==> src/tage_pkg.sv <==
package tage_pkg;

    ////////////////////
    // Table geometry
    ////////////////////

    // Number of tagged banks
    localparam int num_banks = 4;
    // 128 entries per bank
    localparam int index_bits = 7;
    // Partial tag stored per entry
    localparam int tag_bits = 8;
    // Prediction counter, upper half means taken
    localparam int ctr_bits = 3;
    localparam int useful_bits = 2;
    // Global history width from the caller
    localparam int hist_bits = 80;
    localparam int bank_id_bits = $clog2(num_banks);

    // History length per bank, shortest first
    localparam int hist_len [num_banks] = '{10, 20, 40, 80};

    ////////////////////
    // Field types
    ////////////////////

    typedef logic [index_bits-1:0]   index_t;
    typedef logic [tag_bits-1:0]     tag_t;
    typedef logic [ctr_bits-1:0]     ctr_t;
    typedef logic [useful_bits-1:0]  useful_t;
    typedef logic [bank_id_bits-1:0] bank_id_t;

    // Initial counter values for a fresh allocation
    localparam ctr_t ctr_weak_taken = ctr_t'(1 << (ctr_bits - 1));
    localparam ctr_t ctr_weak_not_taken = ctr_t'((1 << (ctr_bits - 1)) - 1);

    ////////////////////
    // Structs
    ////////////////////

    // One bank entry, 13 bits
    typedef struct packed {
        tag_t    tag;
        ctr_t    ctr;
        useful_t useful;
    } tage_entry_t;

    // Registered bank read plus tag match
    typedef struct packed {
        tage_entry_t entry;
        logic        hit;
    } tage_read_t;

    // Lookup snapshot carried to commit and back
    typedef struct packed {
        index_t  [num_banks-1:0] index;
        tag_t    [num_banks-1:0] tag;
        ctr_t    [num_banks-1:0] ctr;
        useful_t [num_banks-1:0] useful;
        bank_id_t                provider;
        logic                    provider_valid;
        bank_id_t                alt;
        logic                    alt_valid;
        logic                    alt_taken;
        logic                    pred_taken;
    } tage_pred_t;

    // Commit record with the resolved direction
    typedef struct packed {
        logic       valid;
        logic       taken;
        tage_pred_t pred;
    } tage_update_t;

    // Per-bank write command from the updater
    typedef struct packed {
        logic        we;
        logic        dec_useful;
        index_t      index;
        tage_entry_t entry;
    } tage_write_t;

endpackage

==> src/tage_fold_hash.sv <==
`timescale 1ns/1ps

module tage_fold_hash #(
    parameter int HIST_LEN = 10
) (
    input  logic [31:0]                    pc,
    input  logic [tage_pkg::hist_bits-1:0] ghist,
    output tage_pkg::index_t               index,
    output tage_pkg::tag_t                 tag
);

    // Width of the second tag folding, one short of the tag
    localparam int tag_alt_bits = tage_pkg::tag_bits - 1;
    // Pc slice offsets
    localparam int idx_lsb = 2;
    localparam int tag_lsb = idx_lsb + tage_pkg::index_bits;

    // History folded to index width
    tage_pkg::index_t fold_idx;
    // History folded to tag width
    tage_pkg::tag_t fold_tag;
    // Second folding at a different width
    logic [tag_alt_bits-1:0] fold_tag_alt;

    ////////////////////
    // History folding
    ////////////////////

    // XOR each history bit into its chunk position
    // Only the first HIST_LEN bits take part
    always_comb begin
        fold_idx = '0;
        fold_tag = '0;
        fold_tag_alt = '0;
        for (int i = 0; i < HIST_LEN; i++) begin
            fold_idx[i % tage_pkg::index_bits] ^= ghist[i];
            fold_tag[i % tage_pkg::tag_bits] ^= ghist[i];
            fold_tag_alt[i % tag_alt_bits] ^= ghist[i];
        end
    end

    ////////////////////
    // Pc mixing
    ////////////////////

    // Index from the pc bits just above the word offset
    assign index = pc[idx_lsb +: tage_pkg::index_bits] ^ fold_idx;

    // Tag from the next pc slice
    // Second folding shifted up one so the two do not cancel
    assign tag = pc[tag_lsb +: tage_pkg::tag_bits]
               ^ fold_tag
               ^ {fold_tag_alt, 1'b0};

endmodule

==> config.mk <==
export PLATFORM = sky130hd
export DESIGN_NAME = tage_fold_hash
export DESIGN_NICKNAME = d
export VERILOG_FILES = /design/src/tage_pkg.sv /design/src/tage_fold_hash.sv
export SDC_FILE = /design/constraint.sdc
export NUM_CORES = 1
export LEC_CHECK = 0
export BUFFER_PORTS_ARGS = -buffer_cell sky130_fd_sc_hd__buf_2
export CORE_AREA = 2 2 49 51
export DETAILED_ROUTE_END_ITERATION = 8
export DIE_AREA = 0 0 51 53
export PLACE_DENSITY = 0.85
export RECOVER_POWER = 50
export SETUP_SLACK_MARGIN = 0.02
export SYNTH_ARGS = -nofsm -noshare
export SYNTH_HDL_FRONTEND = slang
export SYNTH_SLANG_ARGS = --single-unit
==> constraint.sdc <==
create_clock -name vclk -period 1.4
set_clock_uncertainty 0.15 [all_clocks]
set_input_delay 0.07 -clock vclk [all_inputs]
set_output_delay 0.07 -clock vclk [all_outputs]
set_load 0.005 [all_outputs]
; ---- Yosys cells after proc, flatten, opt, wreduce, memory -nomap -nowiden
; Index checks and enable logic that the tools add are counted.
[op_classes]
n_bitwise = 8
[op_table]
columns = op, count
row1 = XOR 8 bit, 2
row2 = XOR 7 bit, 1
row3 = XOR 1 bit, 5
[word_totals]
reg_bits = 0
in_bits = 112
output_inout_bits = 15
elab_cells = 8

; ---- Logic depth before layout (Yosys ltp)
[logic_depth]
ltp_word = 3
ltp_mapped = 2
mapped_depth_nobuf = 2

; ---- Worst setup path after synthesis
; Ideal clock, no wire load.
[synth_path]
path_type = input-to-output
start = in ghist[9] in the netlist's numbering
end = out tag[1]
t_arrival_ns = 0.599
required_ns = 1.180
setup_slack_ns = 0.581
cell_stages = 2
path_buffers = 0
cell_sequence = xnor3_1 -> xor2_1
[synth_between]
elab_chain_len = 3
[synth_rtl]
columns = element, line
row1 = start: declaration, tage_fold_hash.sv:7  ; input logic [tage_pkg::hist_bits-1:0] ghist,
row2 = XOR 1 bit, tage_fold_hash.sv:37  ; fold_tag[i % tage_pkg::tag_bits] ^= ghist[i];
row3 = XOR 8 bit, tage_fold_hash.sv:52  ; ^ fold_tag
row4 = XOR 8 bit, tage_fold_hash.sv:53  ; ^ {fold_tag_alt, 1'b0};
row5 = end: declaration, tage_fold_hash.sv:9  ; output tage_pkg::tag_t tag
; No other way between the ends.

; ---- Worst setup path after layout
; Ends and elaborated chain as after synthesis.

==> summary.md <==
| Metric | Value |
|---|---|
| Count of different cell masters after synthesis | `3` |
| # Post-CTS Setup Buffers | `0` |
| Die Area | `2703 sq um` |
| Vias in the first global route | `343` |
| Number of antenna violations at the first check in global routing | `1` |
| Cells after Synth | `26` |
| CP Capture Type | `output port` |
| Final hold viol count | `0` |
| Post-route clock period utilization | `0.7659` |
| Multiplexer share of the synthesized area | `0` |
| Average cell area after synthesis | `9.288 sq um` |
| Most frequent cells in the layout | `sky130_fd_sc_hd__buf_2, sky130_fd_sc_hd__xnor2_1, sky130_fd_sc_hd__xor2_1` |
| Layout clock buffers | `0` |
| Endpoint arrival time on the critical path | `0.85 ns` |
| Highest achievable clock rate | `0.9326 GHz` |
| Number of buffers added on ports | `40` |
| Pin count of the biggest net entering global routing | `4` |
| Class of the most critical hold timing path | `input pin to output port` |
| Crit Path Category | `input pin to output port` |
| Worst IR drop on VDD | `128.5 uV` |
| Post-synthesis to final-layout area growth | `94.30%` |
| Startpoint types | `input pin` |
| Top-level I/O count | `127` |
| Core area | `2148 sq um` |
| Number of design-rule violations left by the first detailed-router iteration | `0` |
| Routability Congestion | `0.6112` |
| Detailed-route wire length | `968 um` |
| Pre-Repair DR Iteration Count | `1` |
| Cells resized by post-CTS repair | `0` |
| Num sequential | `0` |
| Max-cap violations | `0` |
| Area of all placed cells without fillers | `469.2 sq um` |
| Xor and xnor fraction of the mapped netlist area | `1.000` |
| Stage delay of the slowest cell on the critical path | `0.40 ns` |
| Die outline height | `53 um` |
| Area share of the largest cell type after synthesis | `0.6528` |
| Unrepaired setup endpoints after global routing | `no` |
| Count of final setup violators | `0` |
| HPWL after DPL | `952.3 um` |
| Compound-Gate Fraction of Synth Area | `0` |
| Main area contributors after synthesis | `sky130_fd_sc_hd__xnor2_1, sky130_fd_sc_hd__xor2_1, sky130_fd_sc_hd__xnor3_1` |
| Measured slew at the worst slew-check pin | `0.2716 ns` |
| Combinational family with the most area after synthesis | `XOR/XNOR gates` |
| Most common cell after layout, fill and taps aside | `sky130_fd_sc_hd__buf_2` |
| Total area of sequential cells | `0 sq um` |
| Arithmetic-cell share of the synthesized area counting full adders, half adders and majority gates | `0` |
| Library cell contributing the largest single delay on the critical path | `sky130_fd_sc_hd__xnor3_1` |
| Die extent in x | `51 um` |
| Most prevalent standard cell on the critical path | `sky130_fd_sc_hd__buf_2` |
| Number of vias in the routed layout | `328` |
| Basic-gate share of the synthesized area counting and, or, nand and nor cells | `0` |
| Vias per cell | `3.489` |
| Normalized max-slew margin | `0.8176` |
| Result of the run | `finished clean` |
| Routed length per placed instance | `10.30 um` |
| PwrDens | `461.6 nW/um^2` |
| Required time of the critical path | `1.18 ns` |
| Static leakage | `0.0002238 uW` |
| Synth area leader | `sky130_fd_sc_hd__xnor2_1` |
| Final Max Tran Viols | `0` |
| Number of nets with antenna violations after detailed routing | `0` |
| Starting utilization of the core area | `0.1124` |
| Site Rows | `17` |
| Critical path, cell by cell | `buf_2, xnor3_1, xor2_1, buf_2` |
| Global routing usage summed across all routing layers | `0.07711` |
| Diodes inserted | `0` |
| Instance area after placement | `476.7 sq um` |
| CP max FO | `2` |
| Total overflow reported by the global router | `0` |
| Setup tns final | `0 ns` |
| Net count of the mapped netlist | `138` |
| Total of warnings raised by yosys | `0` |
| Global-route wire length before repair | `1.566 mm` |
| Register area share after synthesis | `0` |
| Remaining routing DRC violations | `0` |
| Ratio of cells with drive above 1 in the final layout | `0.5152` |
| Time the worst path needs with I/O delays and setup | `1.072 ns` |
| Quantity of hold-fixing buffers added after cts | `0` |
| Cell Area, Synth | `241.5 sq um` |
| Number of nets in the layout | `180` |
[worst max-delay path: cells and delay by family]
family / cells / cell delay, ns
xor gates and xnor gates: 2 / 0.55
buffers and inverters: 2 / 0.23
[metal layers]
layer  part of all wire  GRT usage  up-vias
met1               0.33    0.08094      134
met3               0.25    0.06215        2
li1                   -          -      159
met2               0.40     0.1277       31
met4                  0          0        2
met5              0.013          0        -
[metrics by stage]
step	utilization	hold slack [ns]	power [uW]	setup slack (ns)	instances
2_1_floorplan	-	0.04140	103.4	0.5809	26
3_3_place_gp	0.2219	0.2360	222.7	0.3327	94
3_5_place_dp	0.2219	0.2401	226.6	0.3166	94
4_1_cts	0.2219	0.2411	228.0	0.3161	94
5_1_grt	0.2184	0.2524	244.5	0.2807	94
6_report	0.2184	0.2243	216.6	0.3277	94
[path summary, 6_finish.rpt]
path              startpoint       end  cells past startpoint
setup / recovery    ghist[9]    tag[1]                      4
hold / removal         pc[5]  index[3]                      3
[cell usage after synthesis]
master and count:
sky130_fd_sc_hd__xnor3_1 1, sky130_fd_sc_hd__xor2_1 7, sky130_fd_sc_hd__xnor2_1 18
[logic make-up (layout without fill, tap and decap cells)]
group	count (synthesis)	in the layout
xor gates and xnor gates	26	26
buffers and inverters	0	40
[layout make-up]
type               instances  area [sq um]
fillers                  251          1679
multi-input cells         26         241.5
well taps                 28         35.03
repair buffers            40         192.7
[where the power goes]
group / switching, uW / internal, uW
logic: 94.2 / 122
registers: 0 / 0
clock network: 0 / 0
No activity file was read; power rests on OpenSTA's default activity.
