### config.mk
export PLATFORM = sky130hd
export DESIGN_NAME = tage_select
export DESIGN_NICKNAME = d
export VERILOG_FILES = /design/src/tage_pkg.sv /design/src/tage_select.sv
export SDC_FILE = /design/constraint.sdc
export NUM_CORES = 1
export LEC_CHECK = 0
export BUFFER_PORTS_ARGS = -buffer_cell sky130_fd_sc_hd__buf_2
export CORE_AREA = 2 2 81 83
export DETAILED_ROUTE_END_ITERATION = 10
export DIE_AREA = 0 0 83 85
export PLACE_DENSITY = 0.71
export SYNTH_ARGS = -nofsm -noshare
export SYNTH_HDL_FRONTEND = slang
export SYNTH_SLANG_ARGS = --single-unit
### constraint.sdc
create_clock -name clk -period 3.55 [get_ports clk]
set_input_delay 0.8875 -clock clk [delete_from_list [all_inputs] [get_ports clk]]
set_output_delay 0.8875 -clock clk [all_outputs]
set_load 0.02 [all_outputs]
### src/tage_pkg.sv
package tage_pkg;

    ////////////////////
    // Table geometry
    ////////////////////

    // Number of tagged banks
    localparam int num_banks = 4;
    // 128 entries per bank
    localparam int index_bits = 7;
    // Partial tag stored per entry
    localparam int tag_bits = 8;
    // Prediction counter, upper half means taken
    localparam int ctr_bits = 3;
    localparam int useful_bits = 2;
    // Global history width from the caller
    localparam int hist_bits = 80;
    localparam int bank_id_bits = $clog2(num_banks);

    // History length per bank, shortest first
    localparam int hist_len [num_banks] = '{10, 20, 40, 80};

    ////////////////////
    // Field types
    ////////////////////

    typedef logic [index_bits-1:0]   index_t;
    typedef logic [tag_bits-1:0]     tag_t;
    typedef logic [ctr_bits-1:0]     ctr_t;
    typedef logic [useful_bits-1:0]  useful_t;
    typedef logic [bank_id_bits-1:0] bank_id_t;

    // Initial counter values for a fresh allocation
    localparam ctr_t ctr_weak_taken = ctr_t'(1 << (ctr_bits - 1));
    localparam ctr_t ctr_weak_not_taken = ctr_t'((1 << (ctr_bits - 1)) - 1);

    ////////////////////
    // Structs
    ////////////////////

    // One bank entry, 13 bits
    typedef struct packed {
        tag_t    tag;
        ctr_t    ctr;
        useful_t useful;
    } tage_entry_t;

    // Registered bank read plus tag match
    typedef struct packed {
        tage_entry_t entry;
        logic        hit;
    } tage_read_t;

    // Lookup snapshot carried to commit and back
    typedef struct packed {
        index_t  [num_banks-1:0] index;
        tag_t    [num_banks-1:0] tag;
        ctr_t    [num_banks-1:0] ctr;
        useful_t [num_banks-1:0] useful;
        bank_id_t                provider;
        logic                    provider_valid;
        bank_id_t                alt;
        logic                    alt_valid;
        logic                    alt_taken;
        logic                    pred_taken;
    } tage_pred_t;

    // Commit record with the resolved direction
    typedef struct packed {
        logic       valid;
        logic       taken;
        tage_pred_t pred;
    } tage_update_t;

    // Per-bank write command from the updater
    typedef struct packed {
        logic        we;
        logic        dec_useful;
        index_t      index;
        tage_entry_t entry;
    } tage_write_t;

endpackage

### src/tage_select.sv
`timescale 1ns/1ps

module tage_select (
    input  logic                                              clk,
    input  logic                                              reset,
    input  logic                                              lookup_valid,
    input  tage_pkg::tage_read_t [tage_pkg::num_banks-1:0]    rd,
    input  tage_pkg::index_t     [tage_pkg::num_banks-1:0]    index,
    input  tage_pkg::tag_t       [tage_pkg::num_banks-1:0]    tag,
    output logic                                              pred_valid,
    output tage_pkg::tage_pred_t                              pred_out
);

    localparam int top_bit = tage_pkg::ctr_bits - 1;

    // Lookup index and tag aligned with the bank read stage
    tage_pkg::index_t [tage_pkg::num_banks-1:0] index_q;
    tage_pkg::tag_t   [tage_pkg::num_banks-1:0] tag_q;

    tage_pkg::bank_id_t provider;
    tage_pkg::bank_id_t alt;
    logic               provider_valid;
    logic               alt_valid;

    always_ff @(posedge clk) begin
        if (reset) begin
            pred_valid <= 1'b0;
        end else begin
            pred_valid <= lookup_valid;
        end
    end

    always_ff @(posedge clk) begin
        index_q <= index;
        tag_q <= tag;
    end

    ////////////////////
    // Provider and alternate
    ////////////////////

    // Ascending scan so the highest hit wins
    always_comb begin
        provider = '0;
        provider_valid = 1'b0;
        alt = '0;
        alt_valid = 1'b0;
        for (int b = 0; b < tage_pkg::num_banks; b++) begin
            if (rd[b].hit) begin
                provider = tage_pkg::bank_id_t'(b);
                provider_valid = 1'b1;
            end
        end
        // Next longest hit strictly below the provider
        for (int b = 0; b < tage_pkg::num_banks; b++) begin
            if (rd[b].hit && provider_valid && (b < int'(provider))) begin
                alt = tage_pkg::bank_id_t'(b);
                alt_valid = 1'b1;
            end
        end
    end

    ////////////////////
    // Snapshot
    ////////////////////

    always_comb begin
        pred_out = '0;
        pred_out.index = index_q;
        pred_out.tag = tag_q;
        // Entry fields are kept even without a hit for allocation
        for (int b = 0; b < tage_pkg::num_banks; b++) begin
            pred_out.ctr[b] = rd[b].entry.ctr;
            pred_out.useful[b] = rd[b].entry.useful;
        end
        pred_out.provider = provider;
        pred_out.provider_valid = provider_valid;
        pred_out.alt = alt;
        pred_out.alt_valid = alt_valid;
        // No base predictor so a miss means not taken
        pred_out.alt_taken = alt_valid && rd[alt].entry.ctr[top_bit];
        pred_out.pred_taken = provider_valid && rd[provider].entry.ctr[top_bit];
    end

endmodule

Word-level counts from Yosys, hierarchy flattened
Cells that the tools add are included.
{"block": "word_totals", "ff_bits": 61, "out_inout_bits": 89, "elab_cells": 38}
{"block": "op_classes", "order_cmp": 5, "mux": 16, "reduce_logical": 8}
{"op": "$bmux W14 S2", "n": 2}
{"op": "$mux W6", "n": 2}
{"op": "$mux W1", "n": 9}
{"op": "$logic_and A1 B1 Y1", "n": 8}
{"op": "$lt A2 B3 Y1 const B", "n": 2}
{"op": "$mux W2", "n": 3}
{"op": "$lt A1 B2 Y1 const A", "n": 2}
{"op": "$lt A2 B2 Y1 const A", "n": 1}

Longest topological paths before layout
Gate-level depths: netlist (run 1).
{"block": "depth", "depth_word": 11, "ltp_mapped": 5}

Least setup slack after synthesis (run 1)
OpenSTA, ideal clock, no wires.
{"block": "synth_timing", "path_kind": "input to output", "startpoint": "input rd[14] in the netlist's numbering", "endpoint": "output pred_out[0] in the netlist's numbering", "t_arrival_ps": 1722, "t_required_ps": 2663, "setup_slack_ps": 940, "cell_stages": 3, "path_cell_list": "and3b_1 > a211oi_1 > o31ai_1"}
{"element": "start, declared", "line_no": "tage_select.sv:7", "rtl": "input tage_pkg::tage_read_t [tage_pkg::num_banks-1:0] rd,"}
{"element": "end, declared", "line_no": "tage_select.sv:11", "rtl": "output tage_pkg::tage_pred_t pred_out"}

==> metrics.txt, run 1 <==
min Tclk post-route=2.62 ns; NetSw=394 µW; Inserted Diodes=0; internal power=1.12 mW; WL final=3890 µm; worst setup path class=in2out; Logic pwr share=0.103; status=complete, no violations; Clock power frac=0.415; largest net degree at the start of global routing=14; row cnt=29; DR WL/cell=12.2 µm; f_max=0.381 GHz; TNS Setup=0 ns; Setup Buffers After CTS=0; CP max stage delay=0.23 ns; DR DRC count=0; #FFs+latches synth=61; Max clock buf depth=2; Seq pwr share=0.482; post-CTS sizing=0; Peak supply drop=0.000370 V; DR vias=1,195; Die H=85 µm; max_slew headroom=0.855; syn_nets=225; layout cell share with drive strength beyond 1=0.661; Detail Placement HPWL=3170 µm; RSZ-0062 raised after global routing=no; P&R area growth vs syn=55.7%; Static Leak=1.23 nW; via count of the first global-routing pass=1,230; Setup WS post-layout=0.927 ns; Syn Inst Count=106; critical path fanouts, max=8; critical path's slowest cell=and3b_1; Total GRT Usage=0.113; CP Capture Type=primary output; Post-Syn Area=0.00152 mm²; most frequent CP cell=buf_2; syn avg cell area=14.3 µm²; max_cap viols=0; Synth cell types=18; die area=0.00706 mm²; Min Hold Slack=0.646 ns; Worst-Margin Slew=0.216 ns; first-pass detailed-route iteration total=3; initial antenna violation count=1; commonest non-fill, non-tap cell in the layout=buf_2; power per cell area=639 mW/mm²; starting density of the core=0.245; Remaining Overflow, GRT=0; Iter 0 DRT Violations=8; RD Place Congestion=0.748; H-Tree Depth=3; Hold WC Path Type=in2reg; global-route wire length before repair=5870 µm; CTS Sinks=61; crit-path cells=buf_2 -> and3b_1 -> a211oi_1 -> o31ai_1 -> buf_2; CP startpoint kind=primary input; Synthesis Warnings=0; Critical Path RT=2.66 ns; post-route ant nets=0; core area=0.00620 mm²; Net Sw Frac=0.261; DIE WIDTH=83 µm; PortBufs=143; # setup viols final=0; final hold vios=0; fin. max-slew vios=0; hold buffers post-CTS=0; most frequent cells in the layout=buf_2, dfxtp_1, clkbuf_8, nor2_1; Final nets=356; CTS tree=yes; pre-CTS WS=0.916 ns; I/O Pins=208; cts bufs inserted=9; root cell of the clock tree=clkbuf_8; part of the Yosys area used for sequential elements=0.804; Vias/cell=3.75; final critical-path share of the clock period=0.739; CTS clk-pin slew, worst paths=0.08 ns; Critical Path AT=1.74 ns
power by group through the flow:
stage               combinational [mW]  clock [mW]  sequential, mW
floorplan                       0.0545           0           0.794
global placement                 0.156           0           0.744
detailed placement               0.157           0           0.745
CTS                              0.158       0.656           0.729
global route                     0.166       0.683           0.732
finish                           0.155       0.628           0.729
per-stage QoR:
step / total power [mW] / instance area (µm²) / util / std cells
floorplan: 0.848 / 1520 / - / 106
CTS: 1.54 / 2360 / 0.381 / 319
finish: 1.51 / 2360 / 0.381 / 319
detailed placement: 0.902 / 2160 / 0.348 / 303
global placement: 0.900 / 2160 / 0.348 / 303
global route: 1.58 / 2360 / 0.381 / 319
sequential cells by signal, indices dropped and copies added (netlist names):
name,flops
pred_out,60
pred_valid,1
worst max-delay path, delay by kind of cell:
family	cells	cell delay, ns
buf+inv	2	0.34
compound gates	2	0.27
simple gates	1	0.23
synthesized netlist by cell type:
cell | number | share of area
a211oi_1 | 1 | 0.0049
a21o_2 | 1 | 0.0058
a21oi_1 | 1 | 0.0033
and2_1 | 1 | 0.0041
and3b_1 | 1 | 0.0058
buf_2 | 1 | 0.0033
buf_4 | 22 | 0.11
dfxtp_1 | 61 | 0.80
inv_1 | 2 | 0.0049
maj3_1 | 1 | 0.0066
nand2_1 | 3 | 0.0074
nand4_1 | 1 | 0.0041
nor2_1 | 4 | 0.0099
nor2b_1 | 2 | 0.0082
nor3_1 | 1 | 0.0033
o211ai_1 | 1 | 0.0049
o31ai_1 | 1 | 0.0049
xnor2_1 | 1 | 0.0058
logic make-up (layout without fill, tap and decap cells):
| logic type | Yosys count | count (layout) | share of synthesized area |
|---|---|---|---|
| compound gates | 5 | 5 | 0.0239 |
| xor+xnor | 1 | 1 | 0.00577 |
| fa+ha+maj | 1 | 1 | 0.00659 |
| buf+inv | 25 | 161 | 0.117 |
| flops | 61 | 61 | 0.804 |
| simple gates | 13 | 13 | 0.0428 |
metal layers:
metal / vias up / GRT usage / share of wire
met5: - / 0 / 0.0041
met4: 2 / 0.0626 / 0.020
met3: 9 / 0.0837 / 0.14
met2: 98 / 0.172 / 0.45
met1: 513 / 0.114 / 0.38
li1: 573 / - / -
area by class of cell:
| class | instances | area [µm²] |
|---|---|---|
| fill | 622 | 3840 |
| timing repair buffer | 143 | 716 |
| clock inverter | 7 | 80.1 |
| sequential | 61 | 1220 |
| multi-input combinational | 20 | 120 |
| clock buffer | 9 | 124 |
| inverter | 2 | 7.51 |
| tap | 77 | 96.3 |
path summary, 6_finish.rpt:
check	startpoint	endpoint	slack [ns]	depth (start not counted)
setup / recovery	rd[14]	pred_out[0]	0.93	5
hold / removal	tag[12]	pred_out[40]	0.65	1
Note: power is estimated with default switching activity, not from simulation.
==> run 2, diff against run 1 <==
ABC_AREA = 1   (was unset)
PLACE_DENSITY = 0.74   (was 0.71)
clock period = 2.25 ns   (was 3.55 ns; I/O delays follow)
==> metrics.txt, run 2 <==
max_slew headroom=0.903; Largest register FFs=60; Syn Inst Count=116; #FFs+latches synth=61; EDFF count, synth=0; Iter 0 DRT Violations=18; die area=0.00706 mm²; Inserted Diodes=0; Layout fillers=620; post-CTS sizing=0; Yosys top cell area share=0.795; Die H=85 µm; worst setup path class=in2out; root cell of the clock tree=clkbuf_8; largest area contributor in the netlist=dfxtp_1; CTS clk-pin slew, worst paths=0.08 ns; min Tclk post-route=1.88 ns; Final nets=367; post-route ant nets=0; Sequential cell area=0.00122 mm²; RSZ-0062 raised after global routing=no; I/O Pins=208; hold buffers post-CTS=0; final hold vios=0; critical path fanouts, max=6; P&R area growth vs syn=55.4%; power per cell area=1000 mW/mm²; prevailing post-synth register cell=dfxtp_1; DIE WIDTH=83 µm; syn avg cell area=13.2 µm²; Total GRT Usage=0.106; largest cells by area after synthesis=dfxtp_1, buf_4, nand2_1; H-Tree Depth=3; Vias/cell=3.88; final critical-path share of the clock period=0.835; DR DRC count=0; CTS Sinks=61; layout cell share with drive strength beyond 1=0.664; Static Leak=1.28 nW; initial antenna violation count=0; Post-synth ARST share=0; global-route wire length before repair=5550 µm; cts bufs inserted=9; Layout Cells excl Fill=330; Setup Buffers After CTS=0; largest net degree at the start of global routing=14; Critical Path AT=1.32 ns; Worst-Margin Slew=0.145 ns; Multi-input gate area=126 µm²; starting density of the core=0.247; most numerous cell in the Yosys netlist=dfxtp_1; commonest non-fill, non-tap cell in the layout=buf_2; synth cell count leaders=dfxtp_1, buf_4, nand2_1; core area=0.00620 mm²; first-pass detailed-route iteration total=4; Synth cell types=12; row cnt=29; # setup viols final=0; fin. max-slew vios=0; CTS tree=yes; total placed cells including tap cells=314; Post-Syn Area=0.00154 mm²; Hold WC Path Type=in2reg; CP Capture Type=primary output; Peak supply drop=0.000874 V; Synthesis Warnings=0; CP startpoint kind=primary input; f_max=0.532 GHz; Critical Path RT=1.69 ns; part of the Yosys area used for sequential elements=0.795; most frequent cells in the layout=buf_2, dfxtp_1, nand2_1, clkbuf_8, nand2_2; Max clock buf depth=2; RD Place Congestion=0.868; via count of the first global-routing pass=1,234; syn_nets=235; max_cap viols=0; TNS Setup=0 ns; status=complete, no violations; DR WL/cell=11.7 µm; WL final=3860 µm; Detail Placement HPWL=3130 µm; PortBufs=143; DR vias=1,282; Remaining Overflow, GRT=0
[run 2: cell count changes in the layout (fill, tap and decap cells not counted), moves of 2 or more]
cell / previous run / this run
nand2_1: 3 / 14
nand3_1: 0 / 2
nor2b_1: 2 / 0
nand2_2: 0 / 4
nor2_1: 4 / 2
inv_2: 0 / 3
[run 2: logic make-up after synthesis]
kind of cell | Yosys count | synth area share
AO/OA/AOI/OAI | 3 | 0.0122
buffers and inverters | 28 | 0.122
flip-flops | 61 | 0.795
AND/OR/NAND/NOR | 24 | 0.0701
[run 2: final timing paths]
path	slack, ns	cells after the start	startpoint	endpoint
worst max-delay path	0.37	9	rd[42]	pred_out[1]
worst min-delay path	0.32	1	index[17]	pred_out[77]
[run 2: per-layer routing]
metal,up-vias,wire (µm),track usage
li1,597,-,-
met4,0,132,0.0671
met5,-,0,0
met1,555,1230,0.0877
met2,114,1940,0.185
met3,16,566,0.0730
[run 2: stage by stage]
step	area [µm²]	util	hold slack [ns]	setup slack (ns)	total power, mW
2_1_floorplan	1540	-	0.590	0.531	1.34
3_3_place_gp	2180	0.352	0.665	0.397	1.43
3_5_place_dp	2180	0.352	0.666	0.378	1.43
4_1_cts	2390	0.385	0.296	0.375	2.44
5_1_grt	2390	0.385	0.296	0.284	2.49
6_report	2390	0.385	0.318	0.371	2.39
[run 2: power breakdown]
group          switching [mW]  leakage [nW]  internal (mW)
Clock                   0.459         0.103          0.528
Sequential             0.0125         0.515           1.14
Combinational           0.154         0.664         0.0987
Total                   0.625          1.28           1.76
[run 2: cell type report]
cell class,instances,area share
sequential,61,0.512
multi-input combinational,27,0.0530
clock inverter,7,0.0336
inverter,6,0.00944
clock buffer,9,0.0519
tap,77,0.0404
timing repair buffer,143,0.300
[run 2: worst max-delay path, cell delays in order]
cell	delay [ns]
buf_2	0.12
inv_2	0.09
nand2_2	0.11
nand2_1	0.10
nand2_1	0.05
nand2_1	0.05
nand2_1	0.05
nand2_1	0.05
buf_2	0.15
