==> config.mk <==
export PLATFORM = sky130hd
export DESIGN_NAME = tage_update
export DESIGN_NICKNAME = d
export VERILOG_FILES = /design/src/tage_pkg.sv /design/src/tage_update.sv
export SDC_FILE = /design/constraint.sdc
export NUM_CORES = 1
export LEC_CHECK = 0
export ABC_AREA = 0
export BUFFER_PORTS_ARGS = -buffer_cell sky130_fd_sc_hd__buf_2
export CAP_MARGIN = 10
export CORE_MARGIN = 5
export CORE_UTILIZATION = 30
export CTS_BUF_LIST = sky130_fd_sc_hd__clkbuf_4
export DETAILED_ROUTE_END_ITERATION = 7
export PLACE_DENSITY = 0.68
export RECOVER_POWER = 100
export SETUP_SLACK_MARGIN = 0.5
export SYNTH_ARGS = -nofsm -noshare
export SYNTH_HDL_FRONTEND = slang
export SYNTH_SLANG_ARGS = --single-unit
==> constraint.sdc <==
create_clock -name clk -period 6.1 [get_ports clk]
set_input_delay 0.61 -clock clk [delete_from_list [all_inputs] [get_ports clk]]
set_output_delay 0.61 -clock clk [all_outputs]
set_load 0.05 [all_outputs]
==> src/tage_pkg.sv <==
package tage_pkg;

    ////////////////////
    // Table geometry
    ////////////////////

    // Number of tagged banks
    localparam int num_banks = 4;
    // 128 entries per bank
    localparam int index_bits = 7;
    // Partial tag stored per entry
    localparam int tag_bits = 8;
    // Prediction counter, upper half means taken
    localparam int ctr_bits = 3;
    localparam int useful_bits = 2;
    // Global history width from the caller
    localparam int hist_bits = 80;
    localparam int bank_id_bits = $clog2(num_banks);

    // History length per bank, shortest first
    localparam int hist_len [num_banks] = '{10, 20, 40, 80};

    ////////////////////
    // Field types
    ////////////////////

    typedef logic [index_bits-1:0]   index_t;
    typedef logic [tag_bits-1:0]     tag_t;
    typedef logic [ctr_bits-1:0]     ctr_t;
    typedef logic [useful_bits-1:0]  useful_t;
    typedef logic [bank_id_bits-1:0] bank_id_t;

    // Initial counter values for a fresh allocation
    localparam ctr_t ctr_weak_taken = ctr_t'(1 << (ctr_bits - 1));
    localparam ctr_t ctr_weak_not_taken = ctr_t'((1 << (ctr_bits - 1)) - 1);

    ////////////////////
    // Structs
    ////////////////////

    // One bank entry, 13 bits
    typedef struct packed {
        tag_t    tag;
        ctr_t    ctr;
        useful_t useful;
    } tage_entry_t;

    // Registered bank read plus tag match
    typedef struct packed {
        tage_entry_t entry;
        logic        hit;
    } tage_read_t;

    // Lookup snapshot carried to commit and back
    typedef struct packed {
        index_t  [num_banks-1:0] index;
        tag_t    [num_banks-1:0] tag;
        ctr_t    [num_banks-1:0] ctr;
        useful_t [num_banks-1:0] useful;
        bank_id_t                provider;
        logic                    provider_valid;
        bank_id_t                alt;
        logic                    alt_valid;
        logic                    alt_taken;
        logic                    pred_taken;
    } tage_pred_t;

    // Commit record with the resolved direction
    typedef struct packed {
        logic       valid;
        logic       taken;
        tage_pred_t pred;
    } tage_update_t;

    // Per-bank write command from the updater
    typedef struct packed {
        logic        we;
        logic        dec_useful;
        index_t      index;
        tage_entry_t entry;
    } tage_write_t;

endpackage

==> src/tage_update.sv <==
`timescale 1ns/1ps

module tage_update #(
    parameter int         UBIT_PERIOD_LOG = 8,
    parameter logic [7:0] LFSR_SEED = 8'hff
) (
    input  logic                                            clk,
    input  logic                                            reset,
    input  tage_pkg::tage_update_t                          upd,
    output tage_pkg::tage_write_t [tage_pkg::num_banks-1:0] wr,
    output logic                                            age_hi,
    output logic                                            age_lo
);

    // Roughly two thirds chance to pick the second candidate
    localparam logic [7:0] pick_second_below = 8'd170;
    localparam int last_bank = tage_pkg::num_banks - 1;

    logic [7:0]                 lfsr;
    logic                       lfsr_fb;
    logic [UBIT_PERIOD_LOG-1:0] age_cnt;
    // Low clears the high bit on the next wrap
    logic                       age_phase;
    logic                       age_wrap;

    tage_pkg::tage_pred_t snap;
    tage_pkg::ctr_t       prov_ctr;
    tage_pkg::ctr_t       new_ctr;
    tage_pkg::useful_t    prov_useful;
    tage_pkg::useful_t    new_useful;
    logic                 mispred;
    logic                 alloc_en;
    logic [tage_pkg::num_banks-1:0] above;
    logic [tage_pkg::num_banks-1:0] cand;
    logic                 first_found;
    logic                 second_found;
    tage_pkg::bank_id_t   first_cand;
    tage_pkg::bank_id_t   second_cand;
    tage_pkg::bank_id_t   alloc_bank;
    tage_pkg::tage_write_t [tage_pkg::num_banks-1:0] wr_d;

    assign snap = upd.pred;
    assign prov_ctr = snap.ctr[snap.provider];
    assign prov_useful = snap.useful[snap.provider];
    assign mispred = (upd.taken != snap.pred_taken);

    // Fibonacci taps 8 6 5 4
    assign lfsr_fb = lfsr[7] ^ lfsr[5] ^ lfsr[4] ^ lfsr[3];
    assign age_wrap = upd.valid && (&age_cnt);

    ////////////////////
    // Provider training
    ////////////////////

    always_comb begin
        // Counter saturates toward the outcome
        new_ctr = prov_ctr;
        if (upd.taken && (prov_ctr != '1)) begin
            new_ctr = prov_ctr + 1'b1;
        end else if (!upd.taken && (prov_ctr != '0)) begin
            new_ctr = prov_ctr - 1'b1;
        end
        // Useful moves only when the alternate disagreed
        new_useful = prov_useful;
        if (snap.alt_taken != snap.pred_taken) begin
            if (!mispred && (prov_useful != '1)) begin
                new_useful = prov_useful + 1'b1;
            end else if (mispred && (prov_useful != '0)) begin
                new_useful = prov_useful - 1'b1;
            end
        end
    end

    ////////////////////
    // Allocation choice
    ////////////////////

    // Nothing longer to allocate into above the last bank
    assign alloc_en = upd.valid && mispred
                   && !(snap.provider_valid && (int'(snap.provider) == last_bank));

    always_comb begin
        first_found = 1'b0;
        second_found = 1'b0;
        first_cand = '0;
        second_cand = '0;
        for (int b = 0; b < tage_pkg::num_banks; b++) begin
            above[b] = !snap.provider_valid || (b > int'(snap.provider));
            cand[b] = above[b] && (snap.useful[b] == '0);
            // Lowest two candidates in order
            if (cand[b] && !first_found) begin
                first_found = 1'b1;
                first_cand = tage_pkg::bank_id_t'(b);
            end else if (cand[b] && !second_found) begin
                second_found = 1'b1;
                second_cand = tage_pkg::bank_id_t'(b);
            end
        end
        alloc_bank = (second_found && (lfsr < pick_second_below)) ? second_cand : first_cand;
    end

    ////////////////////
    // Write commands
    ////////////////////

    always_comb begin
        for (int b = 0; b < tage_pkg::num_banks; b++) begin
            wr_d[b] = '0;
            wr_d[b].index = snap.index[b];
            // Provider keeps its tag
            if (upd.valid && snap.provider_valid && (int'(snap.provider) == b)) begin
                wr_d[b].we = 1'b1;
                wr_d[b].entry.tag = snap.tag[b];
                wr_d[b].entry.ctr = new_ctr;
                wr_d[b].entry.useful = new_useful;
            end
            // Fresh entry with weak counter
            if (alloc_en && first_found && (int'(alloc_bank) == b)) begin
                wr_d[b].we = 1'b1;
                wr_d[b].entry.tag = snap.tag[b];
                wr_d[b].entry.ctr = upd.taken ? tage_pkg::ctr_weak_taken
                                              : tage_pkg::ctr_weak_not_taken;
                wr_d[b].entry.useful = '0;
            end
            // No free slot so wear down everything longer
            if (alloc_en && !first_found && above[b]) begin
                wr_d[b].dec_useful = 1'b1;
            end
        end
    end

    always_ff @(posedge clk) begin
        if (reset) begin
            lfsr <= LFSR_SEED;
            age_cnt <= '0;
            age_phase <= 1'b0;
            age_hi <= 1'b0;
            age_lo <= 1'b0;
            wr <= '0;
        end else begin
            lfsr <= {lfsr[6:0], lfsr_fb};
            if (upd.valid) begin
                age_cnt <= age_cnt + 1'b1;
            end
            if (age_wrap) begin
                age_phase <= ~age_phase;
            end
            age_hi <= age_wrap && !age_phase;
            age_lo <= age_wrap && age_phase;
            wr <= wr_d;
        end
    end

endmodule

Yosys cells after proc, flatten, opt, wreduce, memory -nomap -nowiden
Cells that the tools add are included.
Operators by class
  add/subtract/negate cells: 5
  $lt $le $gt $ge: 5
  eq/ne operators: 10
  multiplexer cells: 50
  bitwise gates (word level): 8
  reductions and logical operators: 62
Operator list (count)
  13-bit 2-to-1 mux: 8
  1-bit logical AND: 35
  1-bit 2-to-1 mux: 25
  2-bit 2-to-1 mux: 11
  2-bit logical NOT: 6
  3-bit 2-to-1 mux: 4
  3-bit OR reduction: 4
  1-bit logical NOT: 11
  8-bit by 1-bit adder with 8-bit output (second input constant): 1
  2-bit equality test (second input constant): 4
  8-bit less-than comparator (second input constant): 1
  8-bit AND reduction: 1
  3-bit binary-select mux with 2-bit select: 1
  1-bit inverter: 5
  2-bit binary-select mux with 2-bit select: 1
  2-bit by 1-bit equality test with 1-bit output (second input constant): 2
  2-bit > comparator (first input constant): 2
  3-bit by 1-bit adder with 3-bit output (second input constant): 1
  1-bit logical OR: 3
  2-bit by 3-bit less-than comparator with 1-bit output (second input constant): 1
  3-bit inequality test (second input constant): 1
  3-bit nonzero test: 1
  3-bit by 1-bit subtractor with 3-bit output (second input constant): 1
  1-bit bitwise XOR: 3
  6 further kinds: 7
Word-level totals
  flip-flop bits (word level): 107
  input port bits: 92
  output and inout bits: 90
  word-level logic and storage cells: 169

Longest topological paths before layout
  depth in word-level cells: 19
  depth in mapped cells: 10
  depth with buffers taken out: 9

Worst setup path before layout
OpenSTA, ideal clock, no wires.
  kind: input to register
  from: input port upd[6] (netlist bit)
  to: register wr[26] (netlist bit)
  library setup time: 0.075 ns
  arrival: 2.616 ns
  required time: 6.025 ns
  path slack: 3.409 ns
  stages: 9
  buffers on the path: 1
  cell sequence: buf_4 -> mux4_2 -> ha_1 -> ha_1 -> mux2i_1 -> nor2_1 -> a221oi_1 -> inv_1 -> o22ai_1
On the way
  longest elaborated chain between the ends: 18
  elaborated cells on any way between the ends: 59
  classes of those cells: 2 x add/sub; 3 x order compare; 4 x eq/ne; 25 x mux; 25 x reduce/logical
RTL lines
  start: declaration: RTL line tage_update.sv:9  | input tage_pkg::tage_update_t upd,
  1-bit by 2-bit > comparator with 1-bit output: RTL line tage_update.sv:88  | above[b] = !snap.provider_valid || (b > int'(snap.provider));
  1-bit logical OR: RTL line tage_update.sv:88
  1-bit logical AND: RTL line tage_update.sv:89  | cand[b] = above[b] && (snap.useful[b] == '0);
  1-bit 2-to-1 mux / 1-bit logical AND (equally long branches): RTL line tage_update.sv:94, tage_update.sv:91
  1-bit 2-to-1 mux: RTL line tage_update.sv:91  | if (cand[b] && !first_found) begin
  1-bit logical NOT: RTL line tage_update.sv:94  | end else if (cand[b] && !second_found) begin
  1-bit logical AND: RTL line tage_update.sv:94
  1-bit 2-to-1 mux: RTL line tage_update.sv:94
  (+2 left out)
  1-bit logical AND: RTL line tage_update.sv:94
  1-bit 2-to-1 mux: RTL line tage_update.sv:94
  1-bit 2-to-1 mux: RTL line tage_update.sv:91
  1-bit logical AND: RTL line tage_update.sv:99  | alloc_bank = (second_found && (lfsr < pick_second_below)) ? second_cand : first_cand;
  2-bit 2-to-1 mux: RTL line tage_update.sv:99
  2-bit equality test: RTL line tage_update.sv:118  | if (alloc_en && first_found && (int'(alloc_bank) == b)) begin
  1-bit logical AND: RTL line tage_update.sv:118
  13-bit 2-to-1 mux (*): RTL line tage_update.sv:118
  end signal: assignment: RTL line tage_update.sv:150  | wr <= wr_d;
  end: declaration: RTL line tage_update.sv:10  | output tage_pkg::tage_write_t [tage_pkg::num_banks-1:0] wr,
Every way passes the cells marked *; elsewhere a longest branch is shown, timed or not. The select of a mux whose other input is x is not followed.
A chain may end at the register's enable or synchronous reset.

Worst setup path after layout
  from: input port upd[6] (netlist bit)
  to: register wr[49] (netlist bit)
Same word-level chain as after synthesis.

==> out/qor.yml <==
power_and_ir_drop:
  power.density_cell_area_mw_per_mm2: 264
  static-leakage-power_nw: 1.95
  cellInternalPower_w: 0.000916
  switching_power_w: 0.000384
  clockPowerShare_pct: 27.6
  combinationalPowerShare_pct: 16.5
  vdd_drop_max_mv: 0.0995
  switching_share_pct: 29.6
  pwr-share-seq_pct: 55.8
finish:
  antennaDiodeCount: 0
  layout.area.seq_mm2: 0.00214
  number_of_non_filler_instances_in_the_completed_layout: 728
  drive_gt1_share_pct: 22.8
  final_cell_area_mm2: 0.00492
  area_delta_synth_final_pct: 25.8
  design.final.nets: 650
  area_of_the_multi_input_gates_mm2: 0.00161
  fillCellCount: 1363
timing:
  slew-limit-headroom_pct: 11.8
  final-setup-viol-count: 0
  finalWorstPathRequiredPeriod_ns: 3.22
  worst_clock_skew_ns: 0.0151
  worst_margin_slew_ns: 1.32
  timing.fmax_mhz: 310
  final_hold_viol_count: 0
  worst_slack_ns: 2.88
  timing.final.max_slew_violations: 0
  finalCritPeriodShare_pct: 52.9
  setup-tns-final_ns: 0
  rsz0062_at_grt: "no"
cts:
  tritoncts: "done"
  cts.reportedPaths.clkPinSlew_ns: 0.16
  clock_tree.buffer_depth: 2
  cts-root-buf: "sky130_fd_sc_hd__clkbuf_4"
  cts.hold.buffers_added: 0
  cts-htree-levels: 3
  insertion_delay_ns: 0.46
  cts_setup_buffers: 0
  tritoncts_num_sinks: 107
  cts_inserted_buffers: 9
  post_cts.resized_instances: 0
routing:
  dr.pass1.iters: 4
  via_count: 3307
  remaining_drc_errors: 0
  drt_first_iter_violations: 125
  wirelength_um: 11000
  routed_wire_per_std_cell_um: 15.1
  postRouteAntennaNets: 0
  post_drt_via_cell_ratio: 4.54
synthesis:
  async_flop_share_pct: 0
  most_numerous_cell_in_the_yosys_netlist: "sky130_fd_sc_hd__dfxtp_1"
  netlist_area_mm2: 0.00391
  synth_top_area_cell: "sky130_fd_sc_hd__dfxtp_1"
  synth-edff-count: 0
  synth-seq-area-share_pct: 54.7
  net_count_after_synthesis: 477
  postSynth.topFlopCell: "sky130_fd_sc_hd__dfxtp_1"
  synthDistinctLibCells: 46
  synth_seq_cells: 107
  synthesis.yosys.warnings: 0
  post_synth_inst_count: 378
  synthTopCellsByCount: "sky130_fd_sc_hd__dfxtp_1, sky130_fd_sc_hd__nand2_1, sky130_fd_sc_hd__a21oi_1"
  netlist_top_cells_area: "sky130_fd_sc_hd__dfxtp_1, sky130_fd_sc_hd__nor2b_1, sky130_fd_sc_hd__a21oi_1"
  synth_largest_type_area_fraction_pct: 54.7
  synth.avg_cell_area_um2: 10.4
setup_path:
  timing.critical_path.cells: "clkbuf_1, o21ai_0, nand3_1, nor4b_1, o21ai_0, a21oi_1"
  criticalPathCategory: "in -> reg"
  launch_point_of_the_critical_path: "upd[6]"
  r2r_setup_slack_ns: 3.13
  crit_required_ns: 6.48
  r2r.worst_path.cells: 5
  critical_path.n_buffers_inverters: 1
  critical-path-top-cell-by-count: "sky130_fd_sc_hd__o21ai_0"
  timing.rr.end: "wr[49]$_SDFF_PP0_"
  worst_path_max_stage_delay_ns: 0.85
  critical_path_depth: 6
  arrival_worst_endpoint_ns: 3.60
  critical_path.endpoint: "wr[49]$_SDFF_PP0_"
  r2r-start: "lfsr[2]$_SDFF_PP1_"
  crit_path_max_fanout: 12
  critical_path.top_delay_family: "compound AO/OA/AOI/OAI gates"
  worst_setup_path_start_kind: "primary input"
  slowest_stage: "sky130_fd_sc_hd__nor4b_1"
  timing.critical_path.to_type: "flop"
place:
  final_replace_weighted_congestion: 0.811
  placed_instance_area_mm2: 0.00496
  port_buffers: 178
  dpl.cell_count: 712
  detailed_place_hpwl_um: 8510
  preCtsSetupSlack_ns: 2.99
worst_hold_path:
  class_of_the_most_critical_hold_timing_path: "in -> reg"
  min_from: "upd[78]"
floorplan:
  die_area_mm2: 0.0154
  floorplan.core_area_mm2: 0.0127
  num_io_pins: 182
  dieWidth_um: 124
  start_util_pct: 30.8
  die-height_um: 124
  rows: 41
global_routing:
  grt_first_pass_wirelength_um: 17400
  grt_start_max_net_pins: 78
  overflow: 0
  grt.total_usage_pct: 14.0
  grt_pass1_vias: 3452
  grt_antenna_before_repair: 0
job:
  max_cap_viols: 0
outcome:
  run_status: "complete, no violations"
[layout make-up]
class | instances | area share (%)
inverter | 10 | 0.763
sequential | 107 | 43.5
clock buffer | 10 | 1.53
tap | 172 | 4.37
clock inverter | 6 | 1.30
multi-input combinational | 244 | 32.6
timing repair buffer | 179 | 15.9
[worst register-to-register path: cells and delay by family (launching register included)]
family / cells / cell delay (ns)
flip-flops: 1 / 0.34
AND/OR/NAND/NOR: 1 / 0.92
AO/OA/AOI/OAI: 4 / 1.63
[layout by cell type, fill, tap and decap left out, drive strengths merged, types with 4 or more instances in the layout]
cell      n
o22ai     7
inv      11
xnor2     4
clkbuf  102
nand2    34
or2       8
buf      87
a21oi    31
ha        7
nand3     7
nand4     5
nor2     25
nor3      6
nand2b    7
nor3b    17
mux4      5
nor2b    30
dfxtp   107
xor2      9
o21ai     9
[metal layers]
metal	global-route usage, %	part of all wire, %
met1	16.1	43
met2	24.4	49
met3	4.42	6.7
met4	4.84	1.2
met5	0	0
[logic make-up (layout without fill, tap and decap cells)]
logic type,after synthesis,after routing,synth area share [%]
AND/OR/NAND/NOR,146,146,21.2
flip-flops,107,107,54.7
AO/OA/AOI/OAI,70,70,12.5
buffers and inverters,27,205,2.75
XOR/XNOR,13,13,2.91
multiplexers,8,8,3.65
adder cells (fa/ha/maj),7,7,2.24
[power by group through the flow]
stage                     registers (W)  logic [W]  clock network (W)
after global placement         0.000740   0.000216                  0
final                          0.000726   0.000215           0.000360
after floorplan                0.000804  0.0000905                  0
after global routing           0.000729   0.000233           0.000400
after detailed placement       0.000741   0.000224                  0
after CTS                      0.000726   0.000225           0.000375
[sequential cells by signal (all words and copies together), names as in the netlist]
register and flops:
wr 88, age_phase 1, age_cnt 8, age_lo 1, lfsr 8, age_hi 1
[worst min-delay path by stage]
| stage | to | slack, ns | depth (start not counted) |
|---|---|---|---|
| finish | wr[61]$_SDFF_PP0_ | 0.34 | 2 |
| global route | wr[9]$_SDFF_PP0_ | 0.30 | 3 |
| CTS | wr[5]$_SDFF_PP0_ | 0.29 | 3 |
| detailed placement | lfsr[1]$_SDFF_PP1_ | 0.40 | 1 |
| global placement | lfsr[1]$_SDFF_PP1_ | 0.39 | 1 |
| floorplan | lfsr[1]$_SDFF_PP1_ | 0.39 | 1 |
[metrics by stage]
| stage | power (W) | utilization, % | hold slack, ns |
|---|---|---|---|
| floorplan | 0.000894 | - | 0.389 |
| global placement | 0.000957 | 39.0 | 0.394 |
| detailed placement | 0.000966 | 39.0 | 0.399 |
| CTS | 0.00133 | 40.0 | 0.288 |
| global route | 0.00136 | 38.7 | 0.297 |
| finish | 0.00130 | 38.7 | 0.341 |
(Power assumes the default switching activity.)
